### src/source/mbcBusPkg.sv
// Memory bus widths and field types, referenced by scoped name from the control RTL.
package mbcBusPkg;

  // A memory block holds four words.
  parameter int wordCount = 4;

  // Width of a word address within one block.
  parameter int wordAdrWidth = $clog2(wordCount);

  // One request bit per word of the block.
  typedef logic [wordCount-1:0] wordMaskT;

  // Word address within the block. It wraps from the top word back to word 0.
  typedef logic [wordAdrWidth-1:0] wordAdrT;

  // The two memory clock phases. Phase A runs first after reset.
  typedef enum logic {
    phaseA = 1'b0,
    phaseB = 1'b1
  } phaseT;

endpackage

### src/source/mbcCtrlPkg.sv
// Control state and request-kind encodings for the memory start logic and request latch.
package mbcCtrlPkg;

  // A start is tied to the phase on which it began.
  typedef enum logic [1:0] {
    startIdle = 2'b00,
    startOnA  = 2'b01,
    startOnB  = 2'b10
  } startStateT;

  // Kind of memory request held in the latch.
  typedef enum logic {
    rqRead  = 1'b0,
    rqWrite = 1'b1
  } rqKindT;

endpackage

### src/source/mbcControl.sv
// Top level of the memory request control that wires the phase clock, latch, tracker and pipeline.
`timescale 1ns/100ps

module mbcControl #(
  parameter int phaseLen    = 2,
  parameter bit forceBadPar = 1'b0
) (
  input  logic                 clk,
  input  logic                 rstN,
  input  logic                 rqStrobe,
  input  mbcBusPkg::wordMaskT  rqMask,
  input  mbcCtrlPkg::rqKindT   rqKind,
  input  mbcBusPkg::wordAdrT   rqAdr,
  input  logic                 memAck,
  output mbcBusPkg::phaseT     phase,
  output logic                 memStart,
  output mbcBusPkg::phaseT     startPhase,
  output logic                 busy,
  output mbcBusPkg::wordMaskT  memRq,
  output logic                 memRead,
  output logic                 memWrite,
  output logic                 memAdrPar,
  output logic                 coreDataValid,
  output mbcBusPkg::wordAdrT   coreAdr,
  output logic                 coreRdInProg
);

  logic                aChange;
  logic                bChange;
  logic                held;
  logic                releasePulse;
  mbcBusPkg::wordMaskT heldMask;
  mbcCtrlPkg::rqKindT  heldKind;
  mbcBusPkg::wordAdrT  heldAdr;
  logic                ackPulse;
  mbcBusPkg::wordAdrT  ackWord;
  logic                ackLast;

  mbcPhaseClock #(.phaseLen(phaseLen)) phaseClock_i (
    .clk(clk), .rstN(rstN), .phase(phase), .aChange(aChange), .bChange(bChange)
  );

  mbcRequestLatch #(.forceBadPar(forceBadPar)) requestLatch_i (
    .clk(clk), .rstN(rstN),
    .rqStrobe(rqStrobe), .rqMask(rqMask), .rqKind(rqKind), .rqAdr(rqAdr),
    .busy(busy), .releasePulse(releasePulse),
    .held(held), .heldMask(heldMask), .heldKind(heldKind), .heldAdr(heldAdr),
    .memRq(memRq), .memRead(memRead), .memWrite(memWrite), .memAdrPar(memAdrPar)
  );

  mbcMemStart memStart_i (
    .clk(clk), .rstN(rstN), .aChange(aChange), .bChange(bChange),
    .held(held), .heldMask(heldMask), .heldAdr(heldAdr), .memAck(memAck),
    .busy(busy), .releasePulse(releasePulse), .memStart(memStart), .startPhase(startPhase),
    .ackPulse(ackPulse), .ackWord(ackWord), .ackLast(ackLast)
  );

  mbcCoreRead coreRead_i (
    .clk(clk), .rstN(rstN), .memStart(memStart), .heldKind(heldKind),
    .ackPulse(ackPulse), .ackWord(ackWord), .ackLast(ackLast),
    .coreDataValid(coreDataValid), .coreAdr(coreAdr), .coreRdInProg(coreRdInProg)
  );

endmodule

### src/source/mbcCoreRead.sv
// Core-read pipeline that reports each acknowledged read word two cycles later with its address.
`timescale 1ns/100ps

module mbcCoreRead (
  input  logic                 clk,
  input  logic                 rstN,
  input  logic                 memStart,
  input  mbcCtrlPkg::rqKindT   heldKind,
  input  logic                 ackPulse,
  input  mbcBusPkg::wordAdrT   ackWord,
  input  logic                 ackLast,
  output logic                 coreDataValid,
  output mbcBusPkg::wordAdrT   coreAdr,
  output logic                 coreRdInProg
);

  logic               isRead;
  logic               memStartQ;
  logic               startRise;
  logic               startFall;
  logic               ackSeen;
  logic               s1Valid;
  logic               s1Last;
  logic               s2Valid;
  logic               s2Last;
  mbcBusPkg::wordAdrT s1Word;
  mbcBusPkg::wordAdrT s2Word;

  assign isRead    = (heldKind == mbcCtrlPkg::rqRead);
  assign startRise = memStart && !memStartQ;
  assign startFall = !memStart && memStartQ;

  always_ff @(posedge clk or negedge rstN) begin
    if (!rstN) begin
      memStartQ <= 1'b0;
      ackSeen   <= 1'b0;
      s1Valid   <= 1'b0;
      s1Last    <= 1'b0;
      s2Valid   <= 1'b0;
      s2Last    <= 1'b0;
    end else begin
      memStartQ <= memStart;
      if (!memStart) begin
        ackSeen <= 1'b0;
      end else if (ackPulse) begin
        ackSeen <= 1'b1;
      end
      // Write acknowledges never enter the pipeline.
      s1Valid <= ackPulse && isRead;
      s1Last  <= ackLast && isRead;
      s2Valid <= s1Valid;
      s2Last  <= s1Last;
    end
  end

  always_ff @(posedge clk) begin
    s1Word <= ackWord;
    s2Word <= s1Word;
  end

  // A read with an empty mask ends without any word, so its fall clears the flag.
  always_ff @(posedge clk or negedge rstN) begin
    if (!rstN) begin
      coreRdInProg <= 1'b0;
    end else if (startRise && isRead) begin
      coreRdInProg <= 1'b1;
    end else if ((s2Valid && s2Last) || (startFall && !ackSeen)) begin
      coreRdInProg <= 1'b0;
    end
  end

  assign coreDataValid = s2Valid;
  assign coreAdr       = s2Word;

endmodule

### src/source/mbcMemStart.sv
// Memory start tracker that owns a phase for each start and counts acknowledges word by word.
`timescale 1ns/100ps

module mbcMemStart (
  input  logic                 clk,
  input  logic                 rstN,
  input  logic                 aChange,
  input  logic                 bChange,
  input  logic                 held,
  input  mbcBusPkg::wordMaskT  heldMask,
  input  mbcBusPkg::wordAdrT   heldAdr,
  input  logic                 memAck,
  output logic                 busy,
  output logic                 releasePulse,
  output logic                 memStart,
  output mbcBusPkg::phaseT     startPhase,
  output logic                 ackPulse,
  output mbcBusPkg::wordAdrT   ackWord,
  output logic                 ackLast
);

  mbcCtrlPkg::startStateT state;
  mbcBusPkg::wordMaskT    remaining;
  mbcBusPkg::wordMaskT    remainingNext;
  mbcBusPkg::wordAdrT     wordPtr;
  mbcBusPkg::wordAdrT     nextWord;
  logic                   ownStrobe;

  // Find the next requested word at or after the pointer, wrapping past the top word.
  always_comb begin : nextSearch
    mbcBusPkg::wordAdrT probe;
    logic found;
    nextWord = wordPtr;
    found    = 1'b0;
    for (int i = 0; i < mbcBusPkg::wordCount; i++) begin
      probe = wordPtr + mbcBusPkg::wordAdrT'(i);
      if (!found && remaining[probe]) begin
        nextWord = probe;
        found    = 1'b1;
      end
    end
  end

  assign remainingNext = remaining & ~(mbcBusPkg::wordMaskT'(1) << nextWord);

  // Acknowledges count only on the strobe of the phase that owns the start.
  assign ownStrobe = ((state == mbcCtrlPkg::startOnA) && aChange) ||
                     ((state == mbcCtrlPkg::startOnB) && bChange);

  assign ackPulse = ownStrobe && memAck && (remaining != '0);
  assign ackWord  = nextWord;
  assign ackLast  = ackPulse && (remainingNext == '0);

  // An empty mask ends on the first owning strobe without an acknowledge.
  assign releasePulse = ownStrobe && ((remaining == '0) || ackLast);

  assign memStart   = (state != mbcCtrlPkg::startIdle);
  assign busy       = memStart || held;
  assign startPhase = (state == mbcCtrlPkg::startOnB) ? mbcBusPkg::phaseB : mbcBusPkg::phaseA;

  always_ff @(posedge clk or negedge rstN) begin
    if (!rstN) begin
      state     <= mbcCtrlPkg::startIdle;
      remaining <= '0;
      wordPtr   <= '0;
    end else begin
      case (state)
        mbcCtrlPkg::startIdle: begin
          if (held && (aChange || bChange)) begin
            state     <= aChange ? mbcCtrlPkg::startOnA : mbcCtrlPkg::startOnB;
            remaining <= heldMask;
            wordPtr   <= heldAdr;
          end
        end
        default: begin
          if (releasePulse) begin
            state <= mbcCtrlPkg::startIdle;
          end
          if (ackPulse) begin
            remaining <= remainingNext;
            wordPtr   <= nextWord + mbcBusPkg::wordAdrT'(1);
          end
        end
      endcase
    end
  end

endmodule

### src/source/mbcPhaseClock.sv
// Two-phase memory clock that marks the last cycle of each A and B phase with a change strobe.
`timescale 1ns/100ps

module mbcPhaseClock #(
  parameter int phaseLen = 2
) (
  input  logic              clk,
  input  logic              rstN,
  output mbcBusPkg::phaseT  phase,
  output logic              aChange,
  output logic              bChange
);

  // Counter value of the last cycle in a phase.
  localparam logic [2:0] lastCnt = 3'(phaseLen - 1);

  logic [2:0] cycleCnt;
  logic       lastCycle;

  assign lastCycle = (cycleCnt == lastCnt);

  // The strobes come one cycle ahead of the phase flip.
  assign aChange = lastCycle && (phase == mbcBusPkg::phaseA);
  assign bChange = lastCycle && (phase == mbcBusPkg::phaseB);

  always_ff @(posedge clk or negedge rstN) begin
    if (!rstN) begin
      cycleCnt <= '0;
    end else if (lastCycle) begin
      cycleCnt <= '0;
    end else begin
      cycleCnt <= cycleCnt + 3'd1;
    end
  end

  always_ff @(posedge clk or negedge rstN) begin
    if (!rstN) begin
      phase <= mbcBusPkg::phaseA;
    end else if (lastCycle) begin
      if (phase == mbcBusPkg::phaseA) begin
        phase <= mbcBusPkg::phaseB;
      end else begin
        phase <= mbcBusPkg::phaseA;
      end
    end
  end

endmodule

### src/source/mbcRequestLatch.sv
// Request hold register that keeps one memory request and its parity until the start is released.
`timescale 1ns/100ps

module mbcRequestLatch #(
  parameter bit forceBadPar = 1'b0
) (
  input  logic                 clk,
  input  logic                 rstN,
  input  logic                 rqStrobe,
  input  mbcBusPkg::wordMaskT  rqMask,
  input  mbcCtrlPkg::rqKindT   rqKind,
  input  mbcBusPkg::wordAdrT   rqAdr,
  input  logic                 busy,
  input  logic                 releasePulse,
  output logic                 held,
  output mbcBusPkg::wordMaskT  heldMask,
  output mbcCtrlPkg::rqKindT   heldKind,
  output mbcBusPkg::wordAdrT   heldAdr,
  output mbcBusPkg::wordMaskT  memRq,
  output logic                 memRead,
  output logic                 memWrite,
  output logic                 memAdrPar
);

  logic accept;
  logic rdFlag;
  logic wrFlag;
  logic parIn;
  logic parHeld;

  // Strobes that arrive while busy are dropped; there is no back-pressure.
  assign accept = rqStrobe && !busy;

  assign rdFlag = (rqKind == mbcCtrlPkg::rqRead);
  assign wrFlag = (rqKind == mbcCtrlPkg::rqWrite);

  // Parity covers the mask, both kind flags and the word address.
  assign parIn = (^rqMask) ^ rdFlag ^ wrFlag ^ (^rqAdr) ^ forceBadPar;

  always_ff @(posedge clk or negedge rstN) begin
    if (!rstN) begin
      held <= 1'b0;
    end else if (releasePulse) begin
      held <= 1'b0;
    end else if (accept) begin
      held <= 1'b1;
    end
  end

  always_ff @(posedge clk) begin
    if (accept) begin
      heldMask <= rqMask;
      heldKind <= rqKind;
      heldAdr  <= rqAdr;
      parHeld  <= parIn;
    end
  end

  assign memRq     = heldMask;
  assign memAdrPar = parHeld;

  // The kind lines are only asserted while a request is pending.
  assign memRead  = held && (heldKind == mbcCtrlPkg::rqRead);
  assign memWrite = held && (heldKind == mbcCtrlPkg::rqWrite);

endmodule

### config.mk
export PLATFORM = sky130hd
export DESIGN_NAME = mbcControl
export DESIGN_NICKNAME = d
export VERILOG_FILES = /design/src/source/mbcBusPkg.sv /design/src/source/mbcCtrlPkg.sv /design/src/source/mbcControl.sv /design/src/source/mbcCoreRead.sv /design/src/source/mbcMemStart.sv /design/src/source/mbcPhaseClock.sv /design/src/source/mbcRequestLatch.sv
export SDC_FILE = /design/constraint.sdc
export NUM_CORES = 1
export LEC_CHECK = 0
export BUFFER_PORTS_ARGS = -buffer_cell sky130_fd_sc_hd__buf_2
export CAP_MARGIN = 30
export CELL_PAD_IN_SITES_DETAIL_PLACEMENT = 1
export CELL_PAD_IN_SITES_GLOBAL_PLACEMENT = 1
export CORE_UTILIZATION = 42
export DETAILED_ROUTE_END_ITERATION = 16
export GPL_ROUTABILITY_DRIVEN = 0
export GPL_TIMING_DRIVEN = 0
export PLACE_DENSITY_LB_ADDON = 0.2
export SYNTH_ARGS = -nofsm -noshare
export SYNTH_HDL_FRONTEND = slang
export SYNTH_SLANG_ARGS = --single-unit
### constraint.sdc
create_clock -name clk -period 2.4 [get_ports clk]
set_input_delay 0.24 -clock clk [delete_from_list [all_inputs] [get_ports clk]]
set_output_delay 0.24 -clock clk [all_outputs]
set_load 0.02 [all_outputs]
Word-level counts from Yosys, hierarchy flattened
Index checks and enable logic that the tools add are counted.
Operators by class
  magnitude comparators: 4
  mux-type cells: 33
  shifts and indexed selects: 1
  $add $sub $neg: 5
  bitwise operators: 8
  equal/unequal tests: 5
  reduce and logical (&&, ||, !) cells: 47
Operators with widths (number)
  $logic_and A1 B1 Y1: 22
  $mux W2: 10
  $mux W1: 15
  $lt A2 B3 Y1 const B: 4
  $mux W4: 3
  $reduce_bool A2 Y1: 5
  $bmux W1 S2: 4
  $logic_not A4 Y1: 2
  $logic_not A1 Y1: 7
  $logic_or A1 B1 Y1: 5
  $add A2 B1 Y2 const B: 2
  $add A2 B2 Y2 const B: 2
  $and A4 B4 Y4: 1
  $not A4 Y4: 1
  $reduce_and A2 Y1: 2
  $reduce_bool A4 Y1: 1
  $reduce_xor A4 Y1: 1
  $shl A1 B2 Y4 const A: 1
  $add A3 B1 Y3 const B: 1
  $eq A3 B1 Y1 const B: 1
  $mux W3: 1
  $not A1 Y1: 3
  $xor A1 B1 Y1: 3
  $eq A2 B1 Y1 const B: 1
  5 further kinds: 5
Word-level totals
  output and inout bits: 15
  bits in registers: 32
  word-level logic and storage cells: 122

Logic depth before layout (Yosys ltp)
Gate-level depths: netlist of the first run.
  word-level depth: 21
  mapped depth: 7
  mapped depth without buffers: 6

Hierarchy
Synthesis of the first run repeated with hierarchy kept, for this count alone.
Second synthesis, totals
  cell total of the unflattened synthesis: 135
  area, all modules: 1530.2 um^2
By module, submodules not included
  mbcMemStart: sequential area each 200.2 um^2, times used 1, area an instance 683.2 um^2, cells an instance 81
  mbcRequestLatch: sequential area each 265.3 um^2, times used 1, area an instance 372.9 um^2, cells an instance 21
  mbcCoreRead: sequential area each 255.2 um^2, times used 1, area an instance 304.0 um^2, cells an instance 20
  mbcPhaseClock: sequential area each 100.1 um^2, times used 1, area an instance 170.2 um^2, cells an instance 13

Least setup slack after synthesis of the first run
No wires, ideal clock.
  kind: flip-flop to flip-flop
  from: reg phaseClock_i.phase
  to: reg memStart_i.remaining[3]
  setup slack: 0.576 ns
  period minus slack after synthesis: 1.824 ns
  stages on the path, launching flop included: 6
  library setup time: 0.137 ns
  required time: 2.263 ns
  arrival: 1.687 ns
  cells stage by stage: dfrtp_1 or3b_4 a2111oi_4 nor2_2 o31ai_2 o21ai_1
On the way
  word-level cells in the longest chain between the ends: 8
  elaborated cells between the ends (all ways): 13
Ends and longest elaborated chain
  from (decl): line mbcPhaseClock.sv:9  | output mbcBusPkg::phaseT phase,
  from (signal assigned): line mbcPhaseClock.sv:38  | phase <= mbcBusPkg::phaseA;
  from (signal assigned): line mbcPhaseClock.sv:41  | phase <= mbcBusPkg::phaseB;
  from (signal assigned): line mbcPhaseClock.sv:43  | phase <= mbcBusPkg::phaseA;
  $not A1 Y1: line mbcPhaseClock.sv:23  | assign aChange = lastCycle && (phase == mbcBusPkg::phaseA);
  $logic_and A1 B1 Y1: line mbcPhaseClock.sv:23
  $logic_and A1 B1 Y1: line mbcMemStart.sv:47  | assign ownStrobe = ((state == mbcCtrlPkg::startOnA) && aChange) ||
  $logic_or A1 B1 Y1: line mbcMemStart.sv:47
  $logic_and A1 B1 Y1 (2 in a row): line mbcMemStart.sv:50  | assign ackPulse = ownStrobe && memAck && (remaining != '0);
  $reduce_bool A2 Y1 (no source line)
  $reduce_and A2 Y1 (no source line) *
  to (signal assigned): line mbcMemStart.sv:71  | remaining <= heldMask;
  to (signal assigned): line mbcMemStart.sv:80  | remaining <= remainingNext;
  to (decl): line mbcMemStart.sv:23  | mbcBusPkg::wordMaskT remaining;
Mark *: on every way between the ends. The rest lies on a longest branch, timed or not.
A chain may end at the register's enable or synchronous reset.

Worst setup path after layout of the first run
  from: reg memStart_i.state[0]
  to: reg memStart_i.remaining[3]
On the way
  word-level cells in the longest chain between the ends: 7
  elaborated cells between the ends (all ways): 12
Ends and longest elaborated chain
  from (decl): line mbcMemStart.sv:22  | mbcCtrlPkg::startStateT state;
  from (signal assigned): line mbcMemStart.sv:63  | state <= mbcCtrlPkg::startIdle;
  from (signal assigned): line mbcMemStart.sv:70  | state <= aChange ? mbcCtrlPkg::startOnA : mbcCtrlPkg::startOnB;
  from (signal assigned): line mbcMemStart.sv:77  | state <= mbcCtrlPkg::startIdle;
  $eq A2 B1 Y1 or $eq A2 B2 Y1 (tied branches): line mbcMemStart.sv:47, mbcMemStart.sv:48
  $logic_and A1 B1 Y1, on equally long branches: line mbcMemStart.sv:47, mbcMemStart.sv:48
  $logic_or A1 B1 Y1: line mbcMemStart.sv:47
  $logic_and A1 B1 Y1 (2 in a row): line mbcMemStart.sv:50
  $reduce_bool A2 Y1 (no source line)
  $reduce_and A2 Y1 (no source line)
Parallel ways exist; a longest one is shown, timed or not.

==> reports/metrics.yaml, run 1 <==
synth:
  ys_seq_elements: 32
  synth_area_sq_um: 1424
  synth-main-ff-cell: "dfrtp_1"
  yosys-top-cells-area: "dfrtp_1 (35%), edfxtp_1 (17%), dfxtp_1 (5.6%), xnor2_1 (4.3%), a21oi_1 (3.2%)"
  synth_edf_count: 8
  syn_nets: 137
  ys_warn_count: 0
  synth-seq-area-share: 0.5764
  synth_top_area_share: 0.3515
  syn_inst: 126
  ys_types: 40
  async_reset_ff_frac: 0.6250
  avgSynthCellArea_sq_um: 11.30
  yosysTopAreaCell: "dfrtp_1"
setup_path:
  cp_data_required_time_ns: 2.60
  critPathMaxFanout: 8
  worstRegToRegCells: 6
  start_kind: "flip-flop"
  worstSetupPathType: "flip-flop to flip-flop"
  end_kind: "flip-flop"
  critPathArrivalTime_ns: 2.30
  rrSetupSlack_ns: 0.31
  worstReg2RegStart: "memStart_i.state[0]$_DFFE_PN0P_"
  r2r_end: "memStart_i.remaining[3]$_DFFE_PN0P_"
  crit_start: "memStart_i.state[0]$_DFFE_PN0P_"
power:
  leakage_uw: 0.0006871
  p_sw_uw: 202.4
  power.share.clock: 0.311
  combPwrFrac: 0.059
  switching_share: 0.2244
  seq_power_share: 0.630
  internal_power_uw: 699.7
  p_per_area_nw_per_um2: 542.5
  vdd_drop_max_mv: 0.3215
route:
  vias: 1036
  remaining_drc_errors: 0
  wl_per_cell_um: 14.68
  ant_nets: 0
  drt-met1-wl_um: 1380
  wl_met2_um: 1496
  drt-vias-per-instance: 5.078
  highest_layer: "met4"
  drtIter0Drc: 45
  firstDrtPassIters: 3
  wl_met3_um: 84
  totalWireLength_um: 2994
clock_tree:
  post-cts-setup-buffer-count: 0
  cts.clk_slew.worst_paths_ns: 0.09
  cts_sinks: 32
  clockBufferDepth: 2
  cts_max_level: 2
  clk_latency_ns: 0.32
  cts_tree: "done"
  cts_resized: 0
  hold_buffers: 1
  cts_buffers: 5
  root_buffer: "clkbuf_4"
floorplan:
  coreArea_sq_um: 3128
  num_io_pins: 26
  rows: 20
  die_area_sq_um: 3627
  die_x_um: 60.23
  die_h_um: 60.23
  start_util: 0.4552
sta:
  fin_worst_skew_ns: 0.004410
  hold_slack_ns: 0.09536
  maxSlewHeadroom: 0.6622
  fmax_ghz: 0.4774
  fin_crit_sh: 0.8728
  final_hold_viol_count: 0
  timing.final.crit_period_ns: 2.095
  tns_ns: 0
  final-setup-viol-count: 0
  rsz0062_at_grt: "no"
  drv_slew: 0
  worstMarginPinSlew_ns: 0.5044
placed_design:
  dp_hpwl_um: 2256
  io_buffers: 25
grt:
  grt_pass1_vias: 1063
  grt_pass1_wl_um: 4981
  grtUsageTotal: 0.1966
  antenna_found_initial: 0
  grt_max_degree: 21
  grt_overflow: 0
min_path:
  min_path_type: "input port to flip-flop"
  worstHoldPathCells: 1
  hp-start: "rqKind"
  min_to: "requestLatch_i.heldKind$_DFFE_PP_"
flow_run:
  cap_violations: 0
cells_and_area:
  diodes: 0
  nets: 170
  fin_util: 0.5316
  register_area_sq_um: 820.8
  n_fill_cell: 365
  drive_above_1_share: 0.2438
  multi_input_area_sq_um: 543.0
  syn2layout_area_growth_pct: 16.78
run_status:
  status: "finished, final reports clean"
[power by group through the flow]
stage / registers (uW) / clock network [uW] / logic [uW]
6_report: 569 / 281 / 52.8
5_1_grt: 570 / 314 / 58.7
4_1_cts: 569 / 289 / 53.9
3_5_place_dp: 580 / 0 / 52.3
3_3_place_gp: 579 / 0 / 49.6
2_1_floorplan: 582 / 0 / 25.7
[metrics by stage]
stage                     area, sq um  instances  total power (uW)  setup WS [ns]
after CTS                        1663        204             911.5         0.2913
final                            1663        204             902.1         0.3052
after detailed placement         1604        195             632.5         0.3194
after global placement           1604        195             628.8         0.3691
after floorplan                  1424        126             607.6         0.5757
after global routing             1663        204             942.8         0.1202
[layer usage]
layer | GRT usage | vias up
met3 | 0.06710 | 5
met2 | 0.3155 | 17
met5 | 0 | -
met1 | 0.2448 | 505
li1 | - | 509
met4 | 0.06977 | 0
[worst max-delay path, stage by stage, from the launching register on]
cell	delay [ns]
dfrtp_1	0.46
nor2_2	0.33
inv_1	0.24
nor3_2	0.47
nor2_2	0.16
o31ai_2	0.23
o21ai_1	0.08
[layout make-up]
type	count	share of cell area
clock inverter	1	0.002257
tap	44	0.03311
clock buffer	7	0.02709
timing repair buffer	26	0.08126
sequential	32	0.4936
multi-input combinational	80	0.3266
inverter	9	0.02032
buffer	5	0.01580
[cell families (layout without fill, tap and decap cells)]
kind of cell / after synthesis / in the layout / share of synthesized area
AOI/OAI and AO/OA: 34 / 34 / 0.1696
xor gates and xnor gates: 7 / 7 / 0.04306
adders and majority gates: 2 / 2 / 0.01406
buffers and inverters: 14 / 48 / 0.04217
DFF: 32 / 32 / 0.5765
muxes: 3 / 3 / 0.02109
and+or+nand+nor: 34 / 34 / 0.1336
[cell usage in the layout, fill, tap and decap left out, types with 3 or more instances in the layout]
| cell type | n |
|---|---|
| a21oi_1 | 9 |
| buf_2 | 25 |
| inv_1 | 9 |
| dfrtp_1 | 20 |
| edfxtp_1 | 8 |
| o21ai_0 | 4 |
| clkbuf_4 | 5 |
| nand2_1 | 8 |
| mux2i_1 | 3 |
| nor2_1 | 6 |
| a31oi_1 | 4 |
| dfxtp_1 | 4 |
| o211ai_1 | 4 |
| clkbuf_1 | 6 |
| xnor2_1 | 7 |
[state kept, by name (all words and copies together) (netlist names), 2 cells and up]
| name | flops |
|---|---|
| requestLatch_i.heldMask | 4 |
| coreRead_i.s1Word | 2 |
| requestLatch_i.heldAdr | 2 |
| phaseClock_i.cycleCnt | 3 |
| memStart_i.wordPtr | 2 |
| memStart_i.remaining | 4 |
| memStart_i.state | 2 |
| coreRead_i.coreAdr | 2 |
[Yosys cell counts (2+ instances only)]
cell type / n
mux2i_1: 3
a21oi_1: 9
nor3_1: 2
dfxtp_1: 4
and2_1: 2
nor2_1: 6
edfxtp_1: 8
o21ai_1: 2
nor2_2: 2
o211ai_1: 4
inv_1: 9
a31oi_1: 4
o31ai_1: 2
and2b_1: 2
dfrtp_1: 20
o21a_1: 2
clkbuf_1: 4
maj3_1: 2
nor2b_1: 2
nand2_1: 8
o21ai_0: 4
xnor2_1: 7
[worst max-delay path by stage]
stage	to	slack, ns	cells past startpoint
final	memStart_i.remaining[3]$_DFFE_PN0P_	0.31	6
after global routing	memStart_i.remaining[3]$_DFFE_PN0P_	0.12	6
after CTS	memStart_i.remaining[3]$_DFFE_PN0P_	0.29	6
after detailed placement	memStart_i.remaining[3]$_DFFE_PN0P_	0.32	6
after global placement	memStart_i.remaining[3]$_DFFE_PN0P_	0.37	6
after floorplan	memStart_i.remaining[3]$_DFFE_PN0P_	0.58	5
Note: power is estimated with default switching activity, not from simulation.
==> inputs of run 2 (changes only) <==
CELL_PAD_IN_SITES_GLOBAL_PLACEMENT = 2   (was 1)
CORE_UTILIZATION = 35   (was 42)
HOLD_SLACK_MARGIN = 0.12   (was unset)
==> reports/metrics.yaml, run 2 (synthesis gave the netlist of run 1 again) <==
grt:
  grtUsageTotal: 0.1744  # was 0.1966
  grt_max_degree: 21  # unchanged
  grt_util_met1: 0.2082  # was 0.2448
  grt_pass1_wl_um: 5340  # was 4981 um
  grt_util_met3: 0.06897  # was 0.06710
  grt_overflow: 0  # unchanged
  antenna_found_initial: 0  # unchanged
  grt_pass1_vias: 1152  # was 1,063
  met2_usage: 0.2730  # was 0.3155
  grt.busiest_layer: "met2"  # unchanged
power:
  vdd_drop_max_mv: 0.4037  # was 0.3215 mV
  seq_power_share: 0.567  # was 0.630
  power.share.clock: 0.380  # was 0.311
  switching_share: 0.2123  # was 0.2244
  p_per_area_nw_per_um2: 587.3  # was 542.5 nW/um^2
  p_sw_uw: 213.1  # was 202.4 uW
  combPwrFrac: 0.053  # was 0.059
  leakage_uw: 0.0007042  # was 0.0006871 uW
  internal_power_uw: 790.6  # was 699.7 uW
clock_tree:
  post-cts-setup-buffer-count: 0  # unchanged
  cts_max_level: 2  # unchanged
  clk_latency_ns: 0.28  # was 0.32 ns
  clockBufferDepth: 2  # unchanged
  cts_buffers: 5  # unchanged
  cts_resized: 0  # unchanged
  root_buffer: "clkbuf_8"  # was clkbuf_4
  cts_tree: "done"  # unchanged
  hold_buffers: 1  # unchanged
  cts_sinks: 32  # unchanged
  cts.clk_slew.worst_paths_ns: 0.06  # was 0.09 ns
route:
  remaining_drc_errors: 0  # unchanged
  ant_nets: 0  # unchanged
  wl_per_cell_um: 14.77  # was 14.68 um
  firstDrtPassIters: 5  # was 3
  vias: 1052  # was 1,036
  totalWireLength_um: 3086  # was 2994 um
  drtIter0Drc: 49  # was 45
  drt-vias-per-instance: 5.033  # was 5.078
sta:
  final_hold_viol_count: 0  # unchanged
  final-setup-viol-count: 0  # unchanged
  fmax_ghz: 0.4866  # was 0.4774 GHz
  drv_slew: 0  # unchanged
  fin_crit_sh: 0.8563  # was 0.8728
  timing.final.crit_period_ns: 2.055  # was 2.095 ns
  rsz0062_at_grt: "no"  # unchanged
  maxSlewHeadroom: 0.6435  # was 0.6622
  fin_worst_skew_ns: 0.005511  # was 0.004410 ns
  tns_ns: 0  # unchanged
  worstMarginPinSlew_ns: 0.5348  # was 0.5044 ns
cells_and_area:
  reg.largest.list: "memStart_i.remaining (4), requestLatch_i.heldMask (4), phaseClock_i.cycleCnt (3)"  # unchanged
  layout_commonest_cell: "buf_2"  # unchanged
  nets: 171  # was 170
  n_fill_cell: 410  # was 365
  final_cell_mix: "buf_2 (25), dfrtp_1 (20), inv_1 (9), a21oi_1 (9)"  # unchanged
  diodes: 0  # unchanged
  fin_area_sq_um: 1709  # was 1663 sq um
  fin_cells: 209  # was 204
  syn2layout_area_growth_pct: 20.04  # was 16.78%
  drive_above_1_share: 0.2422  # was 0.2438
setup_path:
  cpMaxStageDelayCell: "nor3_2"  # unchanged
  start_kind: "flip-flop"  # unchanged
  end_kind: "flip-flop"  # unchanged
  critPathMaxFanout: 8  # unchanged
  critPathArrivalTime_ns: 2.20  # was 2.30 ns
  worstSetupPathType: "flip-flop to flip-flop"  # unchanged
  crit_chain: "nor2_2 > inv_1 > nor3_2 > nor2_2 > o31ai_2 > o21ai_1"  # unchanged
  crit_top_cell: "nor2_2"  # unchanged
  max_stage_delay_ns: 0.47  # about the same
  cp_data_required_time_ns: 2.55  # was 2.60 ns
floorplan:
  die_area_sq_um: 4327  # was 3627 sq um
  die_x_um: 65.78  # was 60.23 um
  num_io_pins: 26  # unchanged
  die_h_um: 65.78  # was 60.23 um
  coreArea_sq_um: 3771  # was 3128 sq um
  start_util: 0.3776  # was 0.4552
  rows: 22  # was 20
placed_design:
  place_inst: 199  # was 195
  io_buffers: 25  # unchanged
  dpl_cell_area_sq_um: 1609  # was 1604 sq um
  dp_hpwl_um: 2291  # was 2256 um
flow_run:
  cap_violations: 0  # unchanged
min_path:
  min_path_type: "input port to flip-flop"  # unchanged
run_status:
  status: "finished, final reports clean"  # unchanged
run 2: worst max-delay path: cells and delay by family (launching register included):
| family | cells | cell delay (ns) |
|---|---|---|
| buffers and inverters | 1 | 0.23 |
| AND/OR/NAND/NOR | 3 | 0.95 |
| flip-flops | 1 | 0.44 |
| AO/OA/AOI/OAI | 2 | 0.29 |
run 2: worst paths after layout:
| path | startpoint | endpoint | slack [ns] | cells after the start |
|---|---|---|---|---|
| hold / removal | rqAdr[1] | requestLatch_i.heldAdr[1]$_DFFE_PP_ | 0.16 | 1 |
| setup reg to reg | memStart_i.state[0]$_DFFE_PN0P_ | memStart_i.remaining[3]$_DFFE_PN0P_ | 0.34 | 6 |
| max in group asynchronous | rstN | memStart_i.wordPtr[1]$_DFFE_PN0P_ | 1.65 | 2 |
| setup / recovery | memStart_i.state[0]$_DFFE_PN0P_ | memStart_i.remaining[3]$_DFFE_PN0P_ | 0.34 | 6 |
| min in group asynchronous | rstN | coreRead_i.s2Last$_DFF_PN0_ | 0.44 | 2 |
| hold reg to reg | coreRead_i.s1Word[0]$_DFF_P_ | coreRead_i.coreAdr[0]$_DFF_P_ | 0.33 | 0 |
run 2: area by class of cell:
class | count | area, sq um | share of cell area
Buffer | 5 | 26.28 | 0.01537
Clock buffer | 7 | 76.32 | 0.04466
Clock inverter | 1 | 3.754 | 0.002196
Multi-Input combinational cell | 80 | 543.0 | 0.3177
Tap cell | 48 | 60.06 | 0.03514
Inverter | 9 | 33.78 | 0.01977
Timing Repair Buffer | 27 | 145.1 | 0.08492
Sequential cell | 32 | 820.8 | 0.4802
run 2: metrics by stage:
stage	util	power, uW	hold WS [ns]	setup slack, ns
floorplan	-	607.6	-0.05559	0.5757
global placement	0.4267	629.4	0.2059	0.3410
detailed placement	0.4267	632.0	0.2139	0.3469
CTS	0.4506	1022	0.1209	0.3261
global route	0.4532	1056	0.1398	0.1326
finish	0.4532	1004	0.1595	0.3448
run 2: per-layer routing:
metal / up-vias / wire (um)
li1: 511 / -
met1: 520 / 1415
met4: 0 / 17
met2: 19 / 1542
met3: 2 / 110
met5: - / 0
run 2: power groups by stage:
stage | clock network (uW) | registers [uW] | logic [uW]
floorplan | 0 | 582 | 25.7
global route | 425 | 570 | 61.0
detailed placement | 0 | 580 | 52.4
global placement | 0 | 579 | 50.2
finish | 381 | 569 | 53.7
CTS | 399 | 569 | 53.8
